--- src/hdl/spi_pkg.sv ---
`default_nettype none

package spi_pkg;

  localparam int cmd_w        = 12;
  localparam int read_w       = 8;
  localparam int addr_w       = cmd_w - 1 - read_w;
  localparam int rd_addr_bits = 1 + addr_w;   // Flag plus address
  localparam int half_div     = 4;            // clk cycles per sclk half period
  localparam int read_gap     = 16;           // cs_n high time between read frames

  localparam int div_w = $clog2(half_div);
  localparam int cnt_w = $clog2(read_gap) + 1;

  typedef logic [div_w-1:0] div_t;
  typedef logic [cnt_w-1:0] cnt_t;

  typedef struct packed {
    logic              is_wr;
    logic [addr_w-1:0] addr;
    logic [read_w-1:0] data;
  } wr_view_t;

  typedef struct packed {
    logic              is_wr;
    logic [addr_w-1:0] addr;
    logic [read_w-1:0] unused;   // Not sent on reads
  } rd_view_t;

  typedef union packed {
    wr_view_t wr;
    rd_view_t rd;
  } spi_cmd_u;

  typedef enum logic [1:0] {
    ph_write,
    ph_rd_addr,
    ph_rd_data
  } phase_e;

  typedef struct packed {
    logic   load;
    logic   frame_en;
    phase_e phase;
    logic   gap_en;
    logic   done;
  } seq_ctrl_t;

  typedef struct packed {
    logic rise;
    logic fall;
    logic frame_last;
    logic gap_over;
  } tmr_stat_t;

endpackage

`default_nettype wire

--- src/hdl/spi_seq_fsm.sv ---
`default_nettype none

module spi_seq_fsm (
  input  wire                     clk,
  input  wire                     rst_n,
  input  wire                     cmd_vld,
  input  wire spi_pkg::tmr_stat_t tmr,
  input  wire                     is_wr,
  output logic                    cmd_rdy,
  output logic                    cs_n,
  output logic                    read_vld,
  output spi_pkg::seq_ctrl_t      ctrl
);

  typedef enum logic [2:0] {
    st_idle,
    st_wr_frame,
    st_rd_addr_frame,
    st_rd_gap,
    st_rd_data_frame,
    st_finish
  } state_e;

  state_e state;
  state_e state_nxt;
  logic   take_q;        // Command stored, branch next
  logic   frame_nxt;

  // Finish already accepts the next command
  assign cmd_rdy  = ((state == st_idle) && !take_q) || (state == st_finish);
  assign read_vld = (state == st_finish) && !is_wr;

  assign frame_nxt = state_nxt inside {st_wr_frame, st_rd_addr_frame, st_rd_data_frame};

  always_comb
  begin
    state_nxt = state;
    case (state)
      st_idle:
        if (take_q)
          state_nxt = is_wr ? st_wr_frame : st_rd_addr_frame;
      st_wr_frame:
        if (tmr.frame_last)
          state_nxt = st_finish;
      st_rd_addr_frame:
        if (tmr.frame_last)
          state_nxt = st_rd_gap;
      st_rd_gap:
        if (tmr.gap_over)
          state_nxt = st_rd_data_frame;
      st_rd_data_frame:
        if (tmr.frame_last)
          state_nxt = st_finish;
      default:
        state_nxt = st_idle;
    endcase
  end

  always_comb
  begin
    ctrl.load     = cmd_rdy && cmd_vld;
    ctrl.frame_en = state inside {st_wr_frame, st_rd_addr_frame, st_rd_data_frame};
    ctrl.gap_en   = (state == st_rd_gap);
    ctrl.done     = (state == st_finish);
    case (state)
      st_idle:
        ctrl.phase = is_wr ? spi_pkg::ph_write : spi_pkg::ph_rd_addr;  // Timer preload
      st_rd_addr_frame:
        ctrl.phase = spi_pkg::ph_rd_addr;
      st_rd_gap,
      st_rd_data_frame:
        ctrl.phase = spi_pkg::ph_rd_data;
      default:
        ctrl.phase = spi_pkg::ph_write;
    endcase
  end

  always_ff @(posedge clk or negedge rst_n)
  begin
    if (!rst_n)
    begin
      state  <= st_idle;
      take_q <= 1'b0;
      cs_n   <= 1'b1;
    end
    else
    begin
      state  <= state_nxt;
      take_q <= ctrl.load;
      cs_n   <= !frame_nxt;   // Low for exactly the frame states
    end
  end

endmodule

`default_nettype wire

--- src/hdl/spi_bit_timer.sv ---
`default_nettype none

module spi_bit_timer (
  input  wire                     clk,
  input  wire                     rst_n,
  input  wire spi_pkg::seq_ctrl_t ctrl,
  output logic                    sclk,
  output spi_pkg::tmr_stat_t      tmr
);

  spi_pkg::div_t div_cnt;
  spi_pkg::cnt_t cnt;       // Bits left in frame, or gap cycles elapsed
  logic          tick;

  function automatic spi_pkg::cnt_t frame_len(spi_pkg::phase_e ph);
    case (ph)
      spi_pkg::ph_write:   frame_len = spi_pkg::cnt_t'(spi_pkg::cmd_w);
      spi_pkg::ph_rd_addr: frame_len = spi_pkg::cnt_t'(spi_pkg::rd_addr_bits);
      default:             frame_len = spi_pkg::cnt_t'(spi_pkg::read_w);
    endcase
  endfunction

  assign tick = ctrl.frame_en && (div_cnt == spi_pkg::div_t'(spi_pkg::half_div - 1));

  // First half period of a frame is the setup before the first rise
  always_comb
  begin
    tmr.rise       = tick && !sclk && (cnt != '0);
    tmr.fall       = tick && sclk;
    tmr.frame_last = tick && !sclk && (cnt == '0);
    tmr.gap_over   = ctrl.gap_en && (cnt == spi_pkg::cnt_t'(spi_pkg::read_gap - 1));
  end

  always_ff @(posedge clk or negedge rst_n)
  begin
    if (!rst_n)
      div_cnt <= '0;
    else if (!ctrl.frame_en || tick)
      div_cnt <= '0;
    else
      div_cnt <= div_cnt + 1'b1;
  end

  always_ff @(posedge clk or negedge rst_n)
  begin
    if (!rst_n)
      sclk <= 1'b0;
    else if (tmr.rise)
      sclk <= 1'b1;
    else if (tmr.fall || !ctrl.frame_en)
      sclk <= 1'b0;
  end

  always_ff @(posedge clk or negedge rst_n)
  begin
    if (!rst_n)
      cnt <= '0;
    else if (ctrl.frame_en)
    begin
      if (tmr.fall)
        cnt <= cnt - 1'b1;
    end
    else if (ctrl.gap_en && !tmr.gap_over)
      cnt <= cnt + 1'b1;       // Address frame leaves it at zero
    else
      cnt <= frame_len(ctrl.phase);   // Preload for the coming frame
  end

endmodule

`default_nettype wire

--- src/hdl/spi_shifter.sv ---
`default_nettype none

module spi_shifter (
  input  wire                              clk,
  input  wire                              rst_n,
  input  wire spi_pkg::seq_ctrl_t          ctrl,
  input  wire spi_pkg::tmr_stat_t          tmr,
  input  wire spi_pkg::spi_cmd_u           cmd_in,
  input  wire                              miso,
  output spi_pkg::spi_cmd_u                cmd,
  output logic                             mosi,
  output logic [spi_pkg::read_w-1:0]       read_data
);

  logic [spi_pkg::cmd_w-1:0]  tx_sreg;
  logic [spi_pkg::read_w-1:0] rx_sreg;
  logic                       tx_phase;
  logic                       rx_phase;

  assign tx_phase = ctrl.frame_en && (ctrl.phase != spi_pkg::ph_rd_data);
  assign rx_phase = ctrl.frame_en && (ctrl.phase == spi_pkg::ph_rd_data);

  assign mosi = tx_phase && tx_sreg[spi_pkg::cmd_w-1];   // MSB first and low outside frames

  always_ff @(posedge clk)
  begin
    if (ctrl.load)
    begin
      cmd <= cmd_in;
      if (cmd_in.wr.is_wr)
        tx_sreg <= cmd_in;
      else
        tx_sreg <= {cmd_in.rd.is_wr, cmd_in.rd.addr, {spi_pkg::read_w{1'b0}}};
    end
    else if (tx_phase && tmr.fall)
      tx_sreg <= {tx_sreg[spi_pkg::cmd_w-2:0], 1'b0};
  end

  // Sampled on the sclk rising edge
  always_ff @(posedge clk)
  begin
    if (ctrl.done)
      rx_sreg <= '0;
    else if (rx_phase && tmr.rise)
      rx_sreg <= {rx_sreg[spi_pkg::read_w-2:0], miso};
  end

  always_ff @(posedge clk or negedge rst_n)
  begin
    if (!rst_n)
      read_data <= '0;
    else if (rx_phase && tmr.frame_last)
      read_data <= rx_sreg;   // Ready for the read_vld cycle
  end

endmodule

`default_nettype wire

--- src/hdl/spi_cmd_master.sv ---
`default_nettype none

module spi_cmd_master (
  input  wire                              clk,
  input  wire                              rst_n,
  input  wire spi_pkg::spi_cmd_u           cmd_in,
  input  wire                              cmd_vld,
  input  wire                              miso,
  output wire                              cmd_rdy,
  output wire                              sclk,
  output wire                              cs_n,
  output wire                              mosi,
  output wire                              read_vld,
  output wire [spi_pkg::read_w-1:0]        read_data
);

  wire spi_pkg::seq_ctrl_t ctrl;
  wire spi_pkg::tmr_stat_t tmr;
  wire spi_pkg::spi_cmd_u  cmd;    // Stored command

  spi_seq_fsm spi_seq_fsm_inst (
    .clk      (clk),
    .rst_n    (rst_n),
    .cmd_vld  (cmd_vld),
    .tmr      (tmr),
    .is_wr    (cmd.wr.is_wr),
    .cmd_rdy  (cmd_rdy),
    .cs_n     (cs_n),
    .read_vld (read_vld),
    .ctrl     (ctrl)
  );

  spi_bit_timer spi_bit_timer_inst (
    .clk   (clk),
    .rst_n (rst_n),
    .ctrl  (ctrl),
    .sclk  (sclk),
    .tmr   (tmr)
  );

  spi_shifter spi_shifter_inst (
    .clk       (clk),
    .rst_n     (rst_n),
    .ctrl      (ctrl),
    .tmr       (tmr),
    .cmd_in    (cmd_in),
    .miso      (miso),
    .cmd       (cmd),
    .mosi      (mosi),
    .read_data (read_data)
  );

endmodule

`default_nettype wire

--- config.mk ---
export PLATFORM = sky130hd
export DESIGN_NAME = spi_cmd_master
export DESIGN_NICKNAME = d
export VERILOG_FILES = /design/src/hdl/spi_pkg.sv /design/src/hdl/spi_seq_fsm.sv /design/src/hdl/spi_bit_timer.sv /design/src/hdl/spi_shifter.sv /design/src/hdl/spi_cmd_master.sv
export SDC_FILE = /design/constraint.sdc
export NUM_CORES = 1
export LEC_CHECK = 0
export ABC_CLOCK_PERIOD_IN_PS = 3300
export BUFFER_PORTS_ARGS = -buffer_cell sky130_fd_sc_hd__buf_2
export CAP_MARGIN = 20
export CORE_MARGIN = 2
export CORE_UTILIZATION = 59
export CTS_BUF_LIST = sky130_fd_sc_hd__clkbuf_2
export DETAILED_ROUTE_END_ITERATION = 12
export GPL_ROUTABILITY_DRIVEN = 0
export PLACE_DENSITY = 0.88
export SKIP_CTS_REPAIR_TIMING = 1
export SLEW_MARGIN = 20
export SYNTH_ARGS = -nofsm -noshare
export SYNTH_HDL_FRONTEND = slang
export SYNTH_SLANG_ARGS = --single-unit
--- constraint.sdc ---
create_clock -name clk -period 3.3 [get_ports clk]
set_input_delay 0.33 -clock clk [delete_from_list [all_inputs] [get_ports clk]]
set_output_delay 0.33 -clock clk [all_outputs]
set_load 0.01 [all_outputs]
# == Word level (Yosys, flattened, before mapping) ==
# Index checks and enable logic that the tools add are counted.
# op_classes
n_addsub,3
eq_ne,14
mux,18
reduce_logical,35
# ops
op,n
two-way mux 12 bit,3
logical AND 1 bit,16
two-way mux 5 bit,3
two-way mux 3 bit,4
one-hot mux 3 bit (4 select lines),1
equality test 3 x 2 -> 1 bit (second input constant),3
equality test 3 bit (second input constant),3
one-hot mux 4 bit (2 select lines),1
equality test 3 x 1 -> 1 bit (second input constant),2
zero test 1 bit,6
one-hot mux 2 bit (3 select lines),1
nonzero test 3 bit,2
adder 5 x 1 -> 5 bit (second input constant),1
equality test 5 x 4 -> 1 bit (second input constant),1
zero test 5 bit,1
nonzero test 5 bit,1
subtractor 5 x 1 -> 5 bit (second input constant),1
equality test 2 bit (second input constant),2
two-way mux 2 bit,2
!= test 2 bit (second input constant),2
nonzero test 2 bit,2
OR reduction 2 bit,2
zero test 3 bit,1
logical OR 1 bit,3
4 further kinds,6
# word_totals
regBits,53
input_bits,16
out_inout_bits,13
elab_cells,80

# == Longest topological paths before layout ==
# Gate-level depths: netlist of run 1.
# logic_depth
ltp_word,10
ltp_mapped,7

# == Cells and area by module ==
# From an unflattened synthesis of run 1, not the netlist that was laid out.
# hier_totals
hier_cells,184
area_unflattened_um2,2431.1
# modules_own_cells
mod,instances,cells_per_inst,area_per_inst_um2,seq_area_each_um2
spi_shifter,1,89,1508.9,1081.0
spi_bit_timer,1,57,559.3,200.2
spi_seq_fsm,1,38,362.8,126.4

# == Least setup slack after synthesis of run 1 ==
# OpenSTA, ideal clock, no wires.
# synth_timing
path_kind,flip-flop to flip-flop
start,register spi_seq_fsm_inst.state[1]
end,"register spi_shifter_inst.tx_sreg[0] (netlist bit), enable pin"
setup_time_ps,400
t_arrival_ps,1878
t_required_ps,2900
path_slack_ps,1022
path_stages_with_launch,5
n_path_buf,2
cell_sequence,dfrtp_1 buf_2 buf_1 xnor2_1 o31ai_1
# synth_between
elab_chain_cells,7
word_cells_on_any_way,18
classes_between,6 x eq/ne; 1 x mux; 11 x reduce/logical
# synth_rtl
element,line_no,text
"start, declared",spi_seq_fsm.sv:24,state_e state;
"start signal, assigned",spi_seq_fsm.sv:82,state <= st_idle;
"start signal, assigned",spi_seq_fsm.sv:88,state <= state_nxt;
equality test 3 bit / equality test 3 x 2 -> 1 bit (equally long branches),"spi_seq_fsm.sv:62, spi_seq_fsm.sv:65",
OR reduction 2 bit,spi_seq_fsm.sv:65,case (state)
one-hot mux 2 bit (3 select lines),spi_seq_fsm.sv:65,
!= test 2 bit,spi_shifter.sv:20,assign tx_phase = ctrl.frame_en && (ctrl.phase != spi_pkg::ph_rd_data);
logical AND 1 bit,spi_shifter.sv:20,
logical AND 1 bit,spi_shifter.sv:35,else if (tx_phase && tmr.fall)
nonzero test 2 bit (no source line) (*),--,
"end signal, assigned",spi_shifter.sv:31,tx_sreg <= cmd_in;
"end signal, assigned",spi_shifter.sv:33,"tx_sreg <= {cmd_in.rd.is_wr, cmd_in.rd.addr, {spi_pkg::read_w{1'b0}}};"
"end signal, assigned",spi_shifter.sv:36,"tx_sreg <= {tx_sreg[spi_pkg::cmd_w-2:0], 1'b0};"
"end, declared",spi_shifter.sv:15,logic [spi_pkg::cmd_w-1:0] tx_sreg;
# Mark *: on every way between the ends. The rest lies on a longest branch, timed or not.
# A chain may end at the register's enable or synchronous reset.

# == Worst setup path in the final report of run 1 ==
# layout_timing
start,register spi_seq_fsm_inst.state[0]
end,output port read_vld
# layout_between
elab_chain_cells,2
# layout_rtl
element,line_no,text
equality test 3 bit,spi_seq_fsm.sv:31,assign read_vld = (state == st_finish) && !is_wr;
logical AND 1 bit,spi_seq_fsm.sv:31,
"end, declared",spi_cmd_master.sv:13,"output wire read_vld,"
# No other way between the ends.

==> out/qor.yml, run 1 <==
synth:
  synthFlopType: "dfrtp_1"
  ys_async_sr_fraction_pct: 50.0
  syn_nets: 211
  syn_area_sq_um: 2100
  ys_ff_latch: 42
  synth_top_area_share_pct: 23.8
  avgSynthCellArea_sq_um: 11.1
  yosysWarnings: 0
  yosysTopAreaCell: "dfrtp_1"
  synth.distinct_cells: 51
  synth-edff-count: 13
  yosysSeqAreaShare_pct: 51.3
  synthCells: 190
  synth_area_leaders: "dfrtp_1 24%, edfxtp_1 19%, dfxtp_1 7.6%"
clock_network:
  clk_path_buf_depth: 2
  root_buffer: "clkbuf_2"
  cts_tree: "built"
  clk_latency_ps: 390
  cts_buffers: 5
  numClockSinks: 42
  clk_transition_reported_paths_ps: 200
  cts.htree.levels: 2
floorplanning:
  design.core.area_sq_um: 3390
  io_pins: 29
  num_rows: 21
  die_w_um: 63.7
  die_area_sq_um: 4060
  die_y_um: 63.7
  start_util_pct: 62.0
route:
  vias: 1480
  drt_iter0_drc: 55
  postRouteAntennaNets: 0
  vias_per_cell: 5.58
  firstDrtPassIters: 4
  drt_wl_total_um: 3740
  drt-wirelength-per-cell_um: 14.1
  drc: 0
power_and_ir_drop:
  power.internal_w: 0.000898
  power_w: 0.00134
  seqPwrFrac_pct: 51.6
  p_sw_w: 0.000446
  ir_drop_mv: 0.333
  powerDensity_nw_per_um2: 575
  switching_share_pct: 33.2
  clock_power_share_pct: 21.9
  power_leakage_nw: 1.05
  combPwrFrac_pct: 26.5
layout:
  syn_to_final_growth_pct: 11.1
  drive_gt1_share_pct: 26.0
  utilization_pct: 68.9
  antenna_cells: 0
  stdcell_count: 265
  layout.nets: 239
worst_setup_path:
  path_max_fanout: 14
  end_kind: "output port"
  start_kind: "flop"
  crit_type: "reg -> out"
  required_ps: 2970
  cp_data_arrival_time_ps: 1960
timing:
  fin_hold_ws_ps: 190
  finalSetupTns_ps: 0
  slew_headroom_pct: 43.6
  finalClockSkew_ps: 25.6
  period_share_pct: 69.5
  hold_violations: 0
  rsz0062_at_grt: "false"
  min_period_ps: 2290
  fmax_mhz: 436
  drv_slew: 0
  worst-slew-pin-transition_ps: 839
  setup-violations-final: 0
placed_design:
  hpwl_um: 2710
  numPortBuffers: 28
  dp.cells: 256
global_routing:
  overflow: 0
  grt_pass1_vias: 1456
  antenna_found_initial: 0
  grt_pass1_wl_um: 6380
  grt_usage_pct: 20.7
  grt_max_degree: 22
outcome:
  status: "finished clean"
flow_run:
  drv_cap: 0
hold_path:
  holdCritPathClass: "in -> reg"
[routing by layer]
layer	up-vias	track usage (%)	wire length [um]
li1	737	-	-
met1	701	24.8	1680
met5	-	0	0
met2	38	35.9	1870
met4	0	10.1	46
met3	4	3.57	146
[synth_stat cells (4+ instances only)]
master	number
a21oi_1	9
nor3_1	4
o21ai_0	12
edfxtp_1	13
mux2_2	12
mux2i_1	9
nor2_1	11
dfxtp_1	8
nand2_1	18
ha_1	5
dfrtp_1	20
inv_1	11
[layout make-up]
cell class / count / area, sq um
Sequential cell: 42 / 1080
Multi-Input combinational cell: 127 / 932
Inverter: 12 / 45.0
Tap cell: 46 / 57.6
Fill cell: 251 / 1050
Clock inverter: 2 / 36.3
Timing Repair Buffer: 30 / 158
Clock buffer: 6 / 30.0
[state kept, by name, summed over array words and instances, names as in the netlist]
register,count
spi_shifter_inst.read_data,8
spi_shifter_inst.cmd,1
spi_bit_timer_inst.div_cnt,2
spi_bit_timer_inst.cnt,5
spi_seq_fsm_inst.state,3
spi_shifter_inst.rx_sreg,8
spi_shifter_inst.tx_sreg,12
spi_seq_fsm_inst.cs_n,1
spi_seq_fsm_inst.take_q,1
spi_bit_timer_inst.sclk,1
[cell families (layout without fill, tap and decap cells)]
family                     count (synthesis)  count (layout)  share of synthesized area [%]
and+or+nand+nor                           55              55                           16.0
AOI/OAI and AO/OA                         42              42                           13.0
DFF                                       42              42                           51.2
muxes                                     21              21                           10.7
buffers and inverters                     21              50                           4.40
adders and majority gates                  5               5                           2.98
xor gates and xnor gates                   4               4                           1.67
[metrics by stage]
stage	instance area [sq um]	worst slack, ps
floorplan	2100	1020
global placement	2260	1170
detailed placement	2260	1100
CTS	2330	988
global route	2340	840
finish	2340	1010
[final timing paths]
kind                                                          from  depth (start not counted)  slack (ps)                                       end
hold / removal                                                miso                          3         190  spi_shifter_inst.rx_sreg[0]$_SDFFE_PP0P_
hold reg to reg            spi_bit_timer_inst.div_cnt[0]$_DFF_PN0_                          1         460   spi_bit_timer_inst.div_cnt[0]$_DFF_PN0_
setup reg to reg               spi_seq_fsm_inst.state[2]$_DFF_PN0_                          4        1050     spi_shifter_inst.tx_sreg[1]$_DFFE_PP_
min in group asynchronous                                    rst_n                          2         400     spi_bit_timer_inst.cnt[4]$_DFFE_PN0P_
setup / recovery               spi_seq_fsm_inst.state[0]$_DFF_PN0_                          3        1010                                  read_vld
max in group asynchronous                                    rst_n                          2        2530           spi_seq_fsm_inst.cs_n$_DFF_PN1_
[layout by cell type (no fill, tap or decap), types with 4 or more instances in the layout]
master    synthesis  routed
a21oi_1           9       9
o21ai_0          12      12
clkbuf_2          0       6
dfrtp_1          20      20
inv_1            11      11
nor2_1           11      11
mux2i_1           9       9
nand2_1          18      18
edfxtp_1         13      13
mux2_2           12      12
dfxtp_1           8       8
nor3_1            4       4
ha_1              5       5
buf_2             2      28
[worst max-delay path: stages, from the launching register on]
cell and delay, ps:
dfrtp_1 620, clkinv_1 330, nor4_1 430, buf_2 200
[power by group through the flow]
stage / sequential, W / clock [W] / combinational (W)
after detailed placement: 0.000702 / 0 / 0.000356
after CTS: 0.000692 / 0.000304 / 0.000359
final: 0.000693 / 0.000294 / 0.000357
after global routing: 0.000706 / 0.000326 / 0.000411
after floorplan: 0.000668 / 0 / 0.000301
after global placement: 0.000698 / 0 / 0.000339
(Power assumes the default switching activity.)
==> inputs of run 2 (changes only) <==
--- a/config.mk
+++ b/config.mk
@@ -5,15 +5,15 @@
 export SDC_FILE = /design/constraint.sdc
 export NUM_CORES = 1
 export LEC_CHECK = 0
-export ABC_CLOCK_PERIOD_IN_PS = 3300
+export ABC_CLOCK_PERIOD_IN_PS = 2100
 export BUFFER_PORTS_ARGS = -buffer_cell sky130_fd_sc_hd__buf_2
 export CAP_MARGIN = 20
 export CORE_MARGIN = 2
-export CORE_UTILIZATION = 59
+export CORE_UTILIZATION = 53
 export CTS_BUF_LIST = sky130_fd_sc_hd__clkbuf_2
 export DETAILED_ROUTE_END_ITERATION = 12
 export GPL_ROUTABILITY_DRIVEN = 0
-export PLACE_DENSITY = 0.88
+export PLACE_DENSITY = 0.83
 export SKIP_CTS_REPAIR_TIMING = 1
 export SLEW_MARGIN = 20
 export SYNTH_ARGS = -nofsm -noshare
==> constraint.sdc (replaced) <==
create_clock -name clk -period 2.1 [get_ports clk]
set_input_delay 0.21 -clock clk [delete_from_list [all_inputs] [get_ports clk]]
set_output_delay 0.21 -clock clk [all_outputs]
set_load 0.01 [all_outputs]
==> run 2 against run 1 <==
Compared with the run above:
- design area grew 4.5%
- largest power group unchanged
- setup slack lost 880 ps
- sequential share of layout area shrank 1.9 points
- final cell count grew 5.3%
- die area grew 11%
- combinational power grew 82%
==> out/qor.yml, run 2 (same netlist as run 1, synthesis figures left out) <==
outcome:
  status: "finished clean"
power_and_ir_drop:
  seqPwrFrac_pct: 51.3
  clock_power_share_pct: 17.1
  powerDensity_nw_per_um2: 843
  combPwrFrac_pct: 31.6
  power_leakage_nw: 1.10
  power_w: 0.00206
  ir_drop_mv: 0.505
  p_sw_w: 0.000726
  switching_share_pct: 35.3
  power.internal_w: 0.00133
layout:
  antenna_cells: 0
  stdcell_count: 279
  utilization_pct: 65.2
  regMostFlops: "spi_shifter_inst.tx_sreg"
  multi_input_area_sq_um: 960
  largestRegisters: "spi_shifter_inst.tx_sreg x12, spi_shifter_inst.read_data x8, spi_shifter_inst.rx_sreg x8"
  syn_to_final_growth_pct: 16.1
  layout.nets: 251
  largest_reg_flops: 12
  final-seq-area_sq_um: 1080
  drive_gt1_share_pct: 31.6
  final_cell_mix: "28 x buf_2, 19 x dfrtp_1, 18 x nand2_1"
  final_common_cell: "buf_2"
  fill_cells: 321
route:
  drt-wirelength-per-cell_um: 14.1
  drt_wl_total_um: 3940
  vias_per_cell: 5.40
  drc: 0
  vias: 1507
  firstDrtPassIters: 4
  postRouteAntennaNets: 0
  drt_iter0_drc: 65
worst_setup_path:
  critPathTopFamily: "simple AND/OR/NAND/NOR gates"
  crit_path_start: "spi_bit_timer_inst.cnt[0]$_DFFE_PN0P_"
  cp_data_arrival_time_ps: 2290
  slowest_delay_ps: 470
  required_ps: 2420
  crit_type: "reg -> reg"
  r2r_start: "spi_bit_timer_inst.cnt[0]$_DFFE_PN0P_"
  end_kind: "flop"
  critPathBufInv: 1
  start_kind: "flop"
  critPathSlowestCell: "dfrtp_1"
  path_max_fanout: 9
  cp_cell_sequence: "inv_1, ha_1, nor4b_4, nor3b_4, nand4_4, mux2_2"
hold_path:
  hold_start: "cmd_in[9]"
  holdCritPathClass: "in -> reg"
timing:
  rsz0062_at_grt: "false"
  drv_slew: 0
  worst-slew-pin-transition_ps: 1040
  min_period_ps: 1970
  period_share_pct: 94.0
  setup-violations-final: 0
  fin_hold_ws_ps: 91.3
  hold_violations: 0
  finalClockSkew_ps: 20.5
  fmax_mhz: 507
  slew_headroom_pct: 30.6
global_routing:
  grt_pass1_wl_um: 6560
  overflow: 0
  antenna_found_initial: 0
  grt_max_degree: 22
  grt_pass1_vias: 1469
  grt_usage_pct: 20.0
placed_design:
  dp.cells: 267
  hpwl_um: 2850
  numPortBuffers: 28
floorplanning:
  die_area_sq_um: 4490
  num_rows: 22
  design.core.area_sq_um: 3740
  start_util_pct: 56.1
  io_pins: 29
  die_y_um: 67.0
  die_w_um: 67.0
clock_network:
  root_buffer: "clkbuf_2"
  clk_path_buf_depth: 2
  numClockSinks: 42
  clk_latency_ps: 410
  cts.htree.levels: 2
  cts_tree: "built"
  cts_buffers: 5
  clk_transition_reported_paths_ps: 210
flow_run:
  drv_cap: 0
[run 2: power by group through the flow]
stage | clock network [W] | logic [W] | registers (W)
after floorplan | 0 | 0.000476 | 0.00105
after global placement | 0 | 0.000604 | 0.00106
after detailed placement | 0 | 0.000619 | 0.00107
after CTS | 0.000366 | 0.000621 | 0.00105
after global routing | 0.000395 | 0.000727 | 0.00107
final | 0.000352 | 0.000649 | 0.00106
[run 2: final timing paths]
kind	to	slack (ps)	cells past startpoint
setup / recovery	spi_shifter_inst.read_data[0]$_DFFE_PN0P_	130	6
hold / removal	spi_shifter_inst.tx_sreg[9]$_DFFE_PP_	90	2
setup reg to reg	spi_shifter_inst.read_data[0]$_DFFE_PN0P_	130	6
hold reg to reg	spi_bit_timer_inst.div_cnt[0]$_DFF_PN0_	450	1
max in group asynchronous	spi_bit_timer_inst.cnt[1]$_DFFE_PN0P_	1480	2
min in group asynchronous	spi_seq_fsm_inst.state[0]$_DFF_PN0_	260	2
[run 2: final cells by class]
| type | count | area share (%) |
|---|---|---|
| multi-input combinational | 127 | 39.3 |
| timing repair buffer | 42 | 10.3 |
| tap | 48 | 2.46 |
| sequential | 42 | 44.2 |
| clock inverter | 3 | 0.769 |
| clock buffer | 5 | 1.03 |
| inverter | 12 | 2.00 |
[run 2: stage by stage]
| step | area [sq um] | setup WS [ps] | TNS, ps |
|---|---|---|---|
| 6_report | 2440 | 126 | 0 |
| 5_1_grt | 2440 | 40.4 | 0 |
| 3_5_place_dp | 2330 | 134 | 0 |
| 3_3_place_gp | 2330 | 161 | 0 |
| 2_1_floorplan | 2110 | 179 | 0 |
| 4_1_cts | 2380 | -7.04 | -7.04 |
[run 2: per-layer routing]
metal  up-vias  wire [um]  GRT usage (%)  share of wire, %
met5         -          0              0                 0
met2        30       1890           31.5                48
li1        769          -              -                 -
met1       700       1820           25.5                46
met3         8        139           4.73               3.5
met4         0         85           10.7               2.2
==> inputs of run 3 (changes only) <==
--- a/config.mk
+++ b/config.mk
@@ -5,15 +5,15 @@
 export SDC_FILE = /design/constraint.sdc
 export NUM_CORES = 1
 export LEC_CHECK = 0
-export ABC_CLOCK_PERIOD_IN_PS = 2100
+export ABC_CLOCK_PERIOD_IN_PS = 2400
 export BUFFER_PORTS_ARGS = -buffer_cell sky130_fd_sc_hd__buf_2
 export CAP_MARGIN = 20
 export CORE_MARGIN = 2
-export CORE_UTILIZATION = 53
+export CORE_UTILIZATION = 64
 export CTS_BUF_LIST = sky130_fd_sc_hd__clkbuf_2
 export DETAILED_ROUTE_END_ITERATION = 12
 export GPL_ROUTABILITY_DRIVEN = 0
-export PLACE_DENSITY = 0.83
+export PLACE_DENSITY = 0.94
 export SKIP_CTS_REPAIR_TIMING = 1
 export SLEW_MARGIN = 20
 export SYNTH_ARGS = -nofsm -noshare
==> constraint.sdc (replaced) <==
create_clock -name clk -period 2.4 [get_ports clk]
set_input_delay 0.24 -clock clk [delete_from_list [all_inputs] [get_ports clk]]
set_output_delay 0.24 -clock clk [all_outputs]
set_load 0.01 [all_outputs]
==> run 3 against run 2 <==
Compared with the run above:
- sequential cell count did not move
- hold slack improved by 14 ps
- utilization rose by 13 points
- global-route usage rose by 7.7 points
- first-iteration DRC count rose by 66%
- critical path type is now reg -> out
- largest cell class unchanged
==> out/qor.yml, run 3 (same netlist as run 1, synthesis figures left out) <==
outcome:
  status: "finished clean"
worst_setup_path:
  path_max_fanout: 13
  end_kind: "output port"
  cp_data_arrival_time_ps: 1890
  required_ps: 2160
  crit_type: "reg -> out"
  start_kind: "flop"
power_and_ir_drop:
  power_w: 0.00201
  switching_share_pct: 33.2
  ir_drop_mv: 0.591
  combPwrFrac_pct: 26.8
  power_leakage_nw: 1.08
  powerDensity_nw_per_um2: 839
  p_sw_w: 0.000669
  clock_power_share_pct: 26.5
  power.internal_w: 0.00134
  seqPwrFrac_pct: 46.7
floorplanning:
  design.core.area_sq_um: 3080
  die_y_um: 61.3
  io_pins: 29
  start_util_pct: 68.3
  die_w_um: 61.3
  num_rows: 20
  die_area_sq_um: 3760
flow_run:
  drv_cap: 0
timing:
  drv_slew: 0
  period_share_pct: 88.6
  worst-slew-pin-transition_ps: 564
  fmax_mhz: 470
  finalSetupTns_ps: 0
  worst_slack_ps: 274
  finalClockSkew_ps: 18.3
  rsz0062_at_grt: "false"
  slew_headroom_pct: 62.4
  hold_violations: 0
  setup-violations-final: 0
  min_period_ps: 2130
global_routing:
  antenna_found_initial: 0
  grt_pass1_wl_um: 7270
  grt_pass1_vias: 1494
  grt_usage_pct: 27.7
  overflow: 0
  grt_max_degree: 22
layout:
  syn_to_final_growth_pct: 14.1
  utilization_pct: 77.9
  fill_cells: 196
  stdcell_count: 268
  final-seq-area_sq_um: 1080
  drive_gt1_share_pct: 27.7
  final_cell_mix: "28 x buf_2, 20 x dfrtp_1, 18 x nand2_1"
  layout.nets: 244
  regMostFlops: "spi_shifter_inst.tx_sreg"
  largest_reg_flops: 12
  final_common_cell: "buf_2"
  antenna_cells: 0
  multi_input_area_sq_um: 932
  largestRegisters: "spi_shifter_inst.tx_sreg x12, spi_shifter_inst.read_data x8, spi_shifter_inst.rx_sreg x8"
route:
  drt_wl_total_um: 4630
  vias_per_cell: 5.96
  firstDrtPassIters: 4
  drt-wirelength-per-cell_um: 17.3
  vias: 1596
  postRouteAntennaNets: 0
  drc: 0
  drt_iter0_drc: 108
placed_design:
  pre_cts_ws_ps: 371
  numPortBuffers: 28
  dp.cells: 259
  hpwl_um: 2980
clock_network:
  clk_latency_ps: 420
  cts.htree.levels: 2
  numClockSinks: 42
  cts_tree: "built"
  clk_transition_reported_paths_ps: 230
  root_buffer: "clkbuf_2"
  clk_path_buf_depth: 2
  cts_buffers: 5
hold_path:
  holdCritPathClass: "in -> reg"
-- run 3: changes by cell type in the layout (fill, tap and decap cells not counted), sizes merged --
cell	delta
buf	-6
bufinv	+2
clkinvlp	-1
dlygate4sd3	-1
inv	-1
-- run 3: worst max-delay path, stage by stage, from the launching register on --
cell	delay (ps)
dfrtp_1	410
buf_4	190
clkinv_1	270
nor4_1	410
buf_2	200
-- run 3: routing by layer --
| metal | vias up | track usage, % | share of wire, % |
|---|---|---|---|
| li1 | 748 | - | - |
| met1 | 784 | 37.2 | 45 |
| met2 | 56 | 45.6 | 50 |
| met3 | 8 | 7.14 | 3.8 |
| met4 | 0 | 6.21 | 1.2 |
| met5 | - | 0 | 0 |
-- run 3: final timing paths --
check	slack (ps)	end	depth (start not counted)	startpoint
setup / recovery	270	read_vld	4	spi_seq_fsm_inst.state[0]$_DFF_PN0_
hold / removal	100	spi_shifter_inst.rx_sreg[0]$_SDFFE_PP0P_	3	miso
setup reg to reg	340	spi_shifter_inst.read_data[0]$_DFFE_PN0P_	6	spi_bit_timer_inst.cnt[0]$_DFFE_PN0P_
hold reg to reg	460	spi_bit_timer_inst.div_cnt[0]$_DFF_PN0_	1	spi_bit_timer_inst.div_cnt[0]$_DFF_PN0_
max in group asynchronous	1770	spi_seq_fsm_inst.cs_n$_DFF_PN1_	2	rst_n
min in group asynchronous	270	spi_bit_timer_inst.cnt[3]$_DFFE_PN0P_	2	rst_n
-- run 3: through the flow --
| stage | instance area, sq um | hold WS [ps] |
|---|---|---|
| after floorplan | 2100 | -55.6 |
| after global placement | 2290 | 216 |
| after detailed placement | 2290 | 226 |
| after CTS | 2390 | -268 |
| after global routing | 2400 | 102 |
| final | 2400 | 105 |
-- run 3: layout make-up --
cell class                      instances  share of cell area [%]
Clock buffer                            5                    1.04
Multi-Input combinational cell        127                    38.9
Sequential cell                        42                    44.9
Inverter                               12                    1.88
Clock inverter                          3                    2.87
Tap cell                               44                    2.30
Timing Repair Buffer                   35                    8.14
-- run 3: power by group through the flow --
stage,clock [W],combinational [W],sequential [W]
floorplan,0,0.000415,0.000918
global placement,0,0.000494,0.000943
detailed placement,0,0.000519,0.000950
CTS,0.000536,0.000532,0.000937
global route,0.000560,0.000596,0.000952
finish,0.000534,0.000539,0.000940
